`config.mk`:
```
export PLATFORM = sky130hd
export DESIGN_NAME = umode_monitor
export DESIGN_NICKNAME = d
export VERILOG_FILES = /design/src/hw/insn_pkg.sv /design/src/hw/priv_pkg.sv /design/src/hw/insn_checker.sv /design/src/hw/mode_tracker.sv /design/src/hw/umode_monitor.sv /design/src/hw/violation_logger.sv
export SDC_FILE = /design/constraint.sdc
export NUM_CORES = 1
export LEC_CHECK = 0
export ABC_CLOCK_PERIOD_IN_PS = 2600
export BUFFER_PORTS_ARGS = -buffer_cell sky130_fd_sc_hd__buf_2
export CORE_UTILIZATION = 38
export DETAILED_ROUTE_END_ITERATION = 7
export PLACE_DENSITY = 0.76
export SYNTH_ARGS = -nofsm -noshare
export SYNTH_HDL_FRONTEND = slang
export SYNTH_SLANG_ARGS = --single-unit
```
`constraint.sdc`:
```
create_clock -name clk_i -period 2.6 [get_ports clk_i]
set_input_delay 0.26 -clock clk_i [delete_from_list [all_inputs] [get_ports clk_i]]
set_output_delay 0.26 -clock clk_i [all_outputs]
set_load 0.02 [all_outputs]
```
`src/hw/insn_pkg.sv`:
```
// =========================================================================
// Instruction encodings, causes and violation codes
// =========================================================================

package insn_pkg;

  typedef enum logic [3:0] {
    OP_OTHER,
    OP_MRET,
    OP_WFI,
    OP_URET,
    OP_ECALL,
    OP_EBREAK,
    OP_CUSTOM,
    OP_CSR
  } insn_op_e;

  localparam logic [31:0] MRET_IDATA   = 32'h3020_0073;
  localparam logic [31:0] WFI_IDATA    = 32'h1050_0073;
  localparam logic [31:0] URET_IDATA   = 32'h0020_0073;
  localparam logic [31:0] ECALL_IDATA  = 32'h0000_0073;
  localparam logic [31:0] EBREAK_IDATA = 32'h0010_0073;

  // two custom SYSTEM patterns, index 1 first
  localparam logic [1:0][31:0] CUSTOM_IDATA = {
    32'b110011_00000000000_000_00000_1110011,
    32'b100011_00000000000_000_00000_1110011
  };
  localparam logic [1:0][31:0] CUSTOM_IMASK = {
    32'b111111_00000000000_111_00000_1111111,
    32'b111111_00000000000_111_00000_1111111
  };

  localparam logic [6:0] SYSTEM_OPCODE = 7'b1110011;

  localparam logic [5:0] EXC_INSN_FAULT = 6'd1;
  localparam logic [5:0] EXC_ILLEGAL    = 6'd2;
  localparam logic [5:0] EXC_BREAKPOINT = 6'd3;
  localparam logic [5:0] EXC_ECALL_U    = 6'd8;

  // lower value wins when several faults hit one retirement
  typedef enum logic [2:0] {
    VIOL_NONE,
    VIOL_BAD_MODE,
    VIOL_NEXT_MODE,
    VIOL_NOT_ILLEGAL,
    VIOL_WRONG_CAUSE,
    VIOL_BAD_MSTATUS
  } viol_code_e;

endpackage

```
`src/hw/priv_pkg.sv`:
```
// =========================================================================
// Privilege modes and mstatus fields
// =========================================================================

package priv_pkg;

  // only U and M are implemented, 1 and 2 are unsupported
  typedef enum logic [1:0] {
    MODE_U = 2'd0,
    MODE_M = 2'd3
  } priv_mode_e;

  // mstatus.MPP
  localparam int MPP_POS = 11;
  localparam int MPP_LEN = 2;

  // mstatus.MPRV
  localparam int MPRV_POS = 17;

  // mstatus.TW, timeout wait
  localparam int TW_POS = 21;

  // csr addr bits [9:8] sit at insn bits [29:28]
  localparam int CSR_PRIV_LSB = 28;

endpackage

```
`src/hw/insn_checker.sv`:
```
// =========================================================================
// Retired instruction privilege checks
// =========================================================================

`timescale 1ns/1ns

module insn_checker (
  input  logic [1:0]            rvfi_mode,
  input  logic [31:0]           rvfi_insn,
  input  logic                  rvfi_trap,
  input  logic [5:0]            rvfi_cause,
  input  logic [31:0]           rvfi_mstatus,
  output insn_pkg::insn_op_e    insn_op,
  output logic                  insn_fault,
  output insn_pkg::viol_code_e  insn_code
);

  logic       in_umode;
  logic       is_custom;
  logic       is_csr;
  logic [1:0] mpp;
  logic       must_illegal;
  logic       trapped_illegal;
  logic       ecall_bad;
  logic       ebreak_bad;
  logic       mstatus_bad;

  assign in_umode = (rvfi_mode == priv_pkg::MODE_U);
  assign mpp      = rvfi_mstatus[priv_pkg::MPP_POS +: priv_pkg::MPP_LEN];

  assign is_custom =
    ((rvfi_insn & insn_pkg::CUSTOM_IMASK[0]) == insn_pkg::CUSTOM_IDATA[0]) ||
    ((rvfi_insn & insn_pkg::CUSTOM_IMASK[1]) == insn_pkg::CUSTOM_IDATA[1]);

  // csr ops are SYSTEM with a nonzero funct3
  assign is_csr = (rvfi_insn[6:0] == insn_pkg::SYSTEM_OPCODE) &&
                  (rvfi_insn[14:12] != 3'b000);

  always_comb begin
    if (rvfi_insn == insn_pkg::MRET_IDATA) begin
      insn_op = insn_pkg::OP_MRET;
    end else if (rvfi_insn == insn_pkg::WFI_IDATA) begin
      insn_op = insn_pkg::OP_WFI;
    end else if (rvfi_insn == insn_pkg::URET_IDATA) begin
      insn_op = insn_pkg::OP_URET;
    end else if (rvfi_insn == insn_pkg::ECALL_IDATA) begin
      insn_op = insn_pkg::OP_ECALL;
    end else if (rvfi_insn == insn_pkg::EBREAK_IDATA) begin
      insn_op = insn_pkg::OP_EBREAK;
    end else if (is_custom) begin
      insn_op = insn_pkg::OP_CUSTOM;
    end else if (is_csr) begin
      insn_op = insn_pkg::OP_CSR;
    end else begin
      insn_op = insn_pkg::OP_OTHER;
    end
  end

  // an instruction fault takes precedence over illegal
  assign trapped_illegal = rvfi_trap &&
    ((rvfi_cause == insn_pkg::EXC_ILLEGAL) || (rvfi_cause == insn_pkg::EXC_INSN_FAULT));

  assign must_illegal = (insn_op == insn_pkg::OP_URET) || (in_umode && (
    (insn_op == insn_pkg::OP_MRET) ||
    ((insn_op == insn_pkg::OP_WFI) && rvfi_mstatus[priv_pkg::TW_POS]) ||
    (insn_op == insn_pkg::OP_CUSTOM) ||
    ((insn_op == insn_pkg::OP_CSR) && (rvfi_insn[priv_pkg::CSR_PRIV_LSB +: 2] != 2'b00))));

  assign ecall_bad = in_umode && (insn_op == insn_pkg::OP_ECALL) && !(rvfi_trap &&
    ((rvfi_cause == insn_pkg::EXC_ECALL_U) || (rvfi_cause == insn_pkg::EXC_INSN_FAULT)));

  assign ebreak_bad = in_umode && (insn_op == insn_pkg::OP_EBREAK) && !(rvfi_trap &&
    ((rvfi_cause == insn_pkg::EXC_BREAKPOINT) || (rvfi_cause == insn_pkg::EXC_INSN_FAULT)));

  // MPP is WARL over U and M, MPRV must not stay set in U
  assign mstatus_bad = !((mpp == priv_pkg::MODE_U) || (mpp == priv_pkg::MODE_M)) ||
                       (in_umode && rvfi_mstatus[priv_pkg::MPRV_POS]);

  always_comb begin
    insn_fault = (must_illegal && !trapped_illegal) || ecall_bad || ebreak_bad || mstatus_bad;
    if (must_illegal && !trapped_illegal) begin
      insn_code = insn_pkg::VIOL_NOT_ILLEGAL;
    end else if (ecall_bad || ebreak_bad) begin
      insn_code = insn_pkg::VIOL_WRONG_CAUSE;
    end else if (mstatus_bad) begin
      insn_code = insn_pkg::VIOL_BAD_MSTATUS;
    end else begin
      insn_code = insn_pkg::VIOL_NONE;
    end
    if (insn_fault) begin
      a_fault_has_code: assert (insn_code != insn_pkg::VIOL_NONE)
        else $error("insn fault raised without a violation code");
    end
  end

endmodule

```
`src/hw/mode_tracker.sv`:
```
// =========================================================================
// Privilege mode tracking
// =========================================================================

`timescale 1ns/1ns

module mode_tracker (
  input  logic                  clk_i,
  input  logic                  rst_n,
  input  logic                  rvfi_valid,
  input  logic [1:0]            rvfi_mode,
  input  logic                  rvfi_trap,
  input  logic                  rvfi_intr,
  input  logic [31:0]           rvfi_mstatus,
  input  insn_pkg::insn_op_e    insn_op,
  output logic                  mode_fault,
  output insn_pkg::viol_code_e  mode_code
);

  priv_pkg::priv_mode_e exp_mode;
  priv_pkg::priv_mode_e exp_mode_nxt;
  logic                 mode_ok;
  logic                 mpp_is_u;
  logic                 mret_in_m;

  assign mode_ok   = (rvfi_mode == priv_pkg::MODE_U) || (rvfi_mode == priv_pkg::MODE_M);
  assign mpp_is_u  = (rvfi_mstatus[priv_pkg::MPP_POS +: priv_pkg::MPP_LEN] == priv_pkg::MODE_U);
  assign mret_in_m = (insn_op == insn_pkg::OP_MRET) && (rvfi_mode == priv_pkg::MODE_M);

  // mode of the next retirement
  always_comb begin
    exp_mode_nxt = exp_mode;
    if (rvfi_trap) begin
      exp_mode_nxt = priv_pkg::MODE_M;
    end else if (mret_in_m) begin
      // unsupported MPP values return to M
      exp_mode_nxt = mpp_is_u ? priv_pkg::MODE_U : priv_pkg::MODE_M;
    end else if (mode_ok) begin
      exp_mode_nxt = priv_pkg::priv_mode_e'(rvfi_mode);
    end
  end

  always_ff @(posedge clk_i) begin
    if (!rst_n) begin
      exp_mode <= priv_pkg::MODE_M;
    end else if (rvfi_valid) begin
      exp_mode <= exp_mode_nxt;
    end
  end

  always_comb begin
    mode_fault = 1'b0;
    mode_code  = insn_pkg::VIOL_NONE;
    if (!mode_ok) begin
      mode_fault = 1'b1;
      mode_code  = insn_pkg::VIOL_BAD_MODE;
    end else if ((rvfi_mode != exp_mode) && !rvfi_intr) begin
      // interrupt entry excuses a mode change
      mode_fault = 1'b1;
      mode_code  = insn_pkg::VIOL_NEXT_MODE;
    end
  end

  a_exp_mode_supported: assert property (
    @(posedge clk_i) disable iff (!rst_n)
    (exp_mode == priv_pkg::MODE_U) || (exp_mode == priv_pkg::MODE_M)
  ) else $error("expected mode left the supported set");

endmodule

```
`src/hw/umode_monitor.sv`:
```
// =========================================================================
// User mode privilege monitor
// =========================================================================

`timescale 1ns/1ns

module umode_monitor #(
  parameter int COUNT_W = 16
) (
  input  logic                  clk_i,
  input  logic                  rst_n,
  input  logic                  rvfi_valid,
  input  logic [1:0]            rvfi_mode,
  input  logic [31:0]           rvfi_insn,
  input  logic                  rvfi_trap,
  input  logic [5:0]            rvfi_cause,
  input  logic                  rvfi_intr,
  input  logic [31:0]           rvfi_mstatus,
  output logic                  viol_valid,
  output insn_pkg::viol_code_e  viol_code,
  output logic [COUNT_W-1:0]    viol_count
);

  insn_pkg::insn_op_e   insn_op;
  logic                 insn_fault;
  insn_pkg::viol_code_e insn_code;
  logic                 mode_fault;
  insn_pkg::viol_code_e mode_code;

  insn_checker u_insn_checker (
    .rvfi_mode    (rvfi_mode),
    .rvfi_insn    (rvfi_insn),
    .rvfi_trap    (rvfi_trap),
    .rvfi_cause   (rvfi_cause),
    .rvfi_mstatus (rvfi_mstatus),
    .insn_op      (insn_op),
    .insn_fault   (insn_fault),
    .insn_code    (insn_code)
  );

  mode_tracker u_mode_tracker (
    .clk_i        (clk_i),
    .rst_n        (rst_n),
    .rvfi_valid   (rvfi_valid),
    .rvfi_mode    (rvfi_mode),
    .rvfi_trap    (rvfi_trap),
    .rvfi_intr    (rvfi_intr),
    .rvfi_mstatus (rvfi_mstatus),
    .insn_op      (insn_op),
    .mode_fault   (mode_fault),
    .mode_code    (mode_code)
  );

  violation_logger #(
    .COUNT_W (COUNT_W)
  ) u_violation_logger (
    .clk_i      (clk_i),
    .rst_n      (rst_n),
    .rvfi_valid (rvfi_valid),
    .mode_fault (mode_fault),
    .mode_code  (mode_code),
    .insn_fault (insn_fault),
    .insn_code  (insn_code),
    .viol_valid (viol_valid),
    .viol_code  (viol_code),
    .viol_count (viol_count)
  );

endmodule

```
`src/hw/violation_logger.sv`:
```
// =========================================================================
// Violation report and counter
// =========================================================================

`timescale 1ns/1ns

module violation_logger #(
  parameter int COUNT_W = 16
) (
  input  logic                  clk_i,
  input  logic                  rst_n,
  input  logic                  rvfi_valid,
  input  logic                  mode_fault,
  input  insn_pkg::viol_code_e  mode_code,
  input  logic                  insn_fault,
  input  insn_pkg::viol_code_e  insn_code,
  output logic                  viol_valid,
  output insn_pkg::viol_code_e  viol_code,
  output logic [COUNT_W-1:0]    viol_count
);

  logic                 report;
  insn_pkg::viol_code_e sel_code;
  logic                 count_max;

  assign report    = rvfi_valid && (mode_fault || insn_fault);
  assign count_max = (viol_count == {COUNT_W{1'b1}});

  // lower code value has priority
  always_comb begin
    sel_code = insn_code;
    if (mode_fault && (!insn_fault || (mode_code < insn_code))) begin
      sel_code = mode_code;
    end
  end

  always_ff @(posedge clk_i) begin
    if (!rst_n) begin
      viol_valid <= 1'b0;
      viol_code  <= insn_pkg::VIOL_NONE;
      viol_count <= '0;
    end else begin
      viol_valid <= report;
      viol_code  <= report ? sel_code : insn_pkg::VIOL_NONE;
      // saturate rather than wrap
      if (report && !count_max) begin
        viol_count <= viol_count + COUNT_W'(1);
      end
    end
  end

  a_valid_has_code: assert property (
    @(posedge clk_i) disable iff (!rst_n)
    viol_valid |-> (viol_code != insn_pkg::VIOL_NONE)
  ) else $error("violation reported with code NONE");

endmodule

```
==> metrics.md <==
| Metric | Value |
|---|---|
| Status | `completed` |
| GRT Total Usage | `0.1716` |
| P_int | `533.2 uW` |
| Cell depth of the worst setup path | `8` |
| DIE AREA | `0.004189 mm2` |
| CP Cell Sequence | `buf_6 > or4_4 > or4_4 > or4_1 > or3_4 > o21bai_1 > a21oi_1 > o211ai_1` |
| Final nets | `353` |
| Chip width | `64.73 um` |
| Tot Pwr | `735.4 uW` |
| Sw Pwr | `202.2 uW` |
| YS warnings | `0` |
| Final Critical Period | `2.520 ns` |
| Crit path kind | `primary input to flop` |
| Placed cell count | `312` |
| Post-synth EDFFs | `0` |
| Worst Path Max Fanout | `4` |
| Clk pwr share | `0.279` |
| Core Area | `0.003716 mm2` |
| Initial DRT Pass Iterations | `5` |
| Hold Path Origin | `rst_n` |
| MaxCap Viol Count | `0` |
| Gpl congestion | `0.7933` |
| Crit path buf inv count | `1` |
| RSZ-0062 raised after global routing | `true` |
| Row cnt | `22` |
| CTS Hold Bufs | `0` |
| Final non-filler cell total | `317` |
| Pwr dens | `354.1 mW/mm2` |
| Final antenna-violating net count | `0` |
| Skew final | `0.002662 ns` |
| Number of synthesized register bits | `22` |
| Vias in the first global route | `1371` |
| Endpoint class of the critical path | `flop` |
| Clk root buf | `clkbuf_8` |
| RR Startpoint | `u_violation_logger.viol_count[4]` |
| Final setup vio count | `0` |
| Ys async rst share | `0` |
| CP Data Required Time | `2.78 ns` |
| Post-Synthesis Cells | `187` |
| Peak VDD IR | `0.0002165 V` |
| Final setup margin | `0.08048 ns` |
| P_leak | `0.8828 nW` |
| Critical Path Source | `rvfi_insn[7]` |
| Syn_nets | `269` |
| Main flop type after synthesis | `dfxtp_1` |
| Worst path slowest cell | `or4_4` |
| Max Slew Vio Count | `0` |
| TritonCTS clock tree | `yes` |
| Sw frac | `0.2750` |
| Most used cell, CP | `or4_4` |
| First-pass GRT wire length | `5823 um` |
| WL final | `3762 um` |
| Largest net degree at the start of global routing | `17` |
| Wire length per cell | `11.87 um` |
| CP max stage delay | `0.52 ns` |
| CP delay by family, top | `simple AND/OR/NAND/NOR gates` |
| Relative max-transition margin | `0.6690` |
| Share of cells above drive strength 1 | `0.3903` |
| Syn_area_per_cell | `7.996 um2` |
| Syn Std Cell Area | `0.001495 mm2` |
| Layout area overhead | `38.91%` |
| Vias/cell | `5.360` |
| Initial antenna violation count | `0` |
| Die Ht | `64.73 um` |
| H-tree levels | `1` |
| Final period util | `0.9690` |
| Commonest cells after routing, fill and taps aside | `buf_2, dfxtp_1, a21oi_1` |
| DRT iter0 DRCs | `91` |
| CTS buffer count | `3` |
| Initial Utilization | `0.4024` |
| Reg clk slew, reported paths | `0.08 ns` |
| FMAX | `0.3969 GHz` |
| Combinational Power Share | `0.239` |
| Worst-margin pin slew | `0.4959 ns` |
| Port Buffers | `68` |
| Worst Reg-to-Reg Cells | `9` |
| Commonest non-fill, non-tap cell in the layout | `buf_2` |
| Vias | `1699` |
| Pre-CTS WS | `-0.3081 ns` |
| Fin. Hold Viols | `0` |
| CP Data Arrival Time | `2.70 ns` |
| Startpoint types | `primary input` |
| Total negative slack | `0 ns` |
| Clk_lat worst skew | `0.25 ns` |
| Global route total overflow | `0` |
| Post-DP HPWL | `2899 um` |
| IO Pins | `97` |
| Clk sinks | `22` |
| Hold Crit Depth | `2` |
| Hold Path Class | `primary input to flop` |
| Clock Path Buffers | `2` |
| Sequential power share | `0.482` |
| # DRC | `0` |
| Post-synthesis sequential area ratio | `0.2946` |
| Distinct cells, synth | `48` |
| Diode count | `0` |
sequential cells by signal, summed over array words and instances, names as in the netlist:
signal and cells:
u_mode_tracker.exp_mode 2, u_violation_logger.viol_valid 1, u_violation_logger.viol_code 3, u_violation_logger.viol_count 16
repair_timing:
action,4_1_cts,5_1_grt
pin swaps,1,4
buffers inserted,1,1
gates resized for setup,0,8
setup endpoints to repair,11,17
synthesized netlist by cell type (all sizes together) (2+ instances only):
master | instances | area (um2)
nand2b | 4 | 25.02
nor4 | 2 | 27.53
xor2 | 3 | 26.28
or4 | 10 | 82.58
buf | 2 | 16.26
nand4 | 4 | 25.02
clkbuf | 2 | 7.510
a21oi | 22 | 113.9
o211ai | 4 | 48.79
or3 | 12 | 75.07
ha | 5 | 62.56
nor3b | 2 | 15.01
nand3 | 9 | 45.04
nand2 | 11 | 48.80
o31a | 2 | 18.77
and3 | 3 | 18.77
o31ai | 7 | 52.55
nor3 | 9 | 45.04
o21ai | 14 | 73.82
nor2 | 10 | 37.54
or4b | 2 | 20.02
xnor2 | 3 | 26.28
dfxtp | 22 | 440.4
inv | 10 | 37.54
layout make-up:
type                       instances  area (um2)
timing repair buffer              83       459.2
clock buffer                       3       41.29
sequential                        22       440.4
multi-input combinational        150        1035
fill                             371        1639
inverter                          11       41.29
tap                               48       60.06
through the flow:
| stage | util | cell area (um2) | hold slack, ns |
|---|---|---|---|
| after detailed placement | 0.5313 | 1974 | 0.4921 |
| after global placement | 0.5313 | 1974 | 0.4832 |
| after floorplan | - | 1500 | 0.3489 |
| final | 0.5589 | 2077 | 0.2567 |
| after global routing | 0.5589 | 2077 | 0.2553 |
| after CTS | 0.5444 | 2023 | 0.2550 |
power by group through the flow:
stage | clock network, mW | registers (mW) | logic [mW]
after floorplan | 0 | 0.370 | 0.0785
after global placement | 0 | 0.362 | 0.164
after detailed placement | 0 | 0.362 | 0.167
after CTS | 0.209 | 0.355 | 0.168
after global routing | 0.223 | 0.356 | 0.193
final | 0.205 | 0.355 | 0.175
path summary, 6_finish.rpt:
path | end | slack, ns
worst max-delay path | u_mode_tracker.exp_mode[0] | 0.08
worst min-delay path | u_mode_tracker.exp_mode[0] | 0.26
worst max register to register | u_violation_logger.viol_count[0] | 0.21
worst min register to register | u_violation_logger.viol_count[14] | 0.50
per-layer routing:
layer | wire length (um) | up-vias | track usage
li1 | - | 875 | -
met1 | 1749 | 778 | 0.2137
met2 | 1854 | 44 | 0.3086
met3 | 145 | 2 | 0.02465
met4 | 12 | 0 | 0.03611
met5 | 0 | - | 0
cells by family after synthesis:
kind of cell             share of synthesized area
AND/OR/NAND/NOR                             0.3381
AO/OA/AOI/OAI                               0.2469
flip-flops                                  0.2946
buffers and inverters                      0.04351
XOR/XNOR                                   0.03515
adder cells (fa/ha/maj)                    0.04184
No activity file was read; power rests on OpenSTA's default activity.
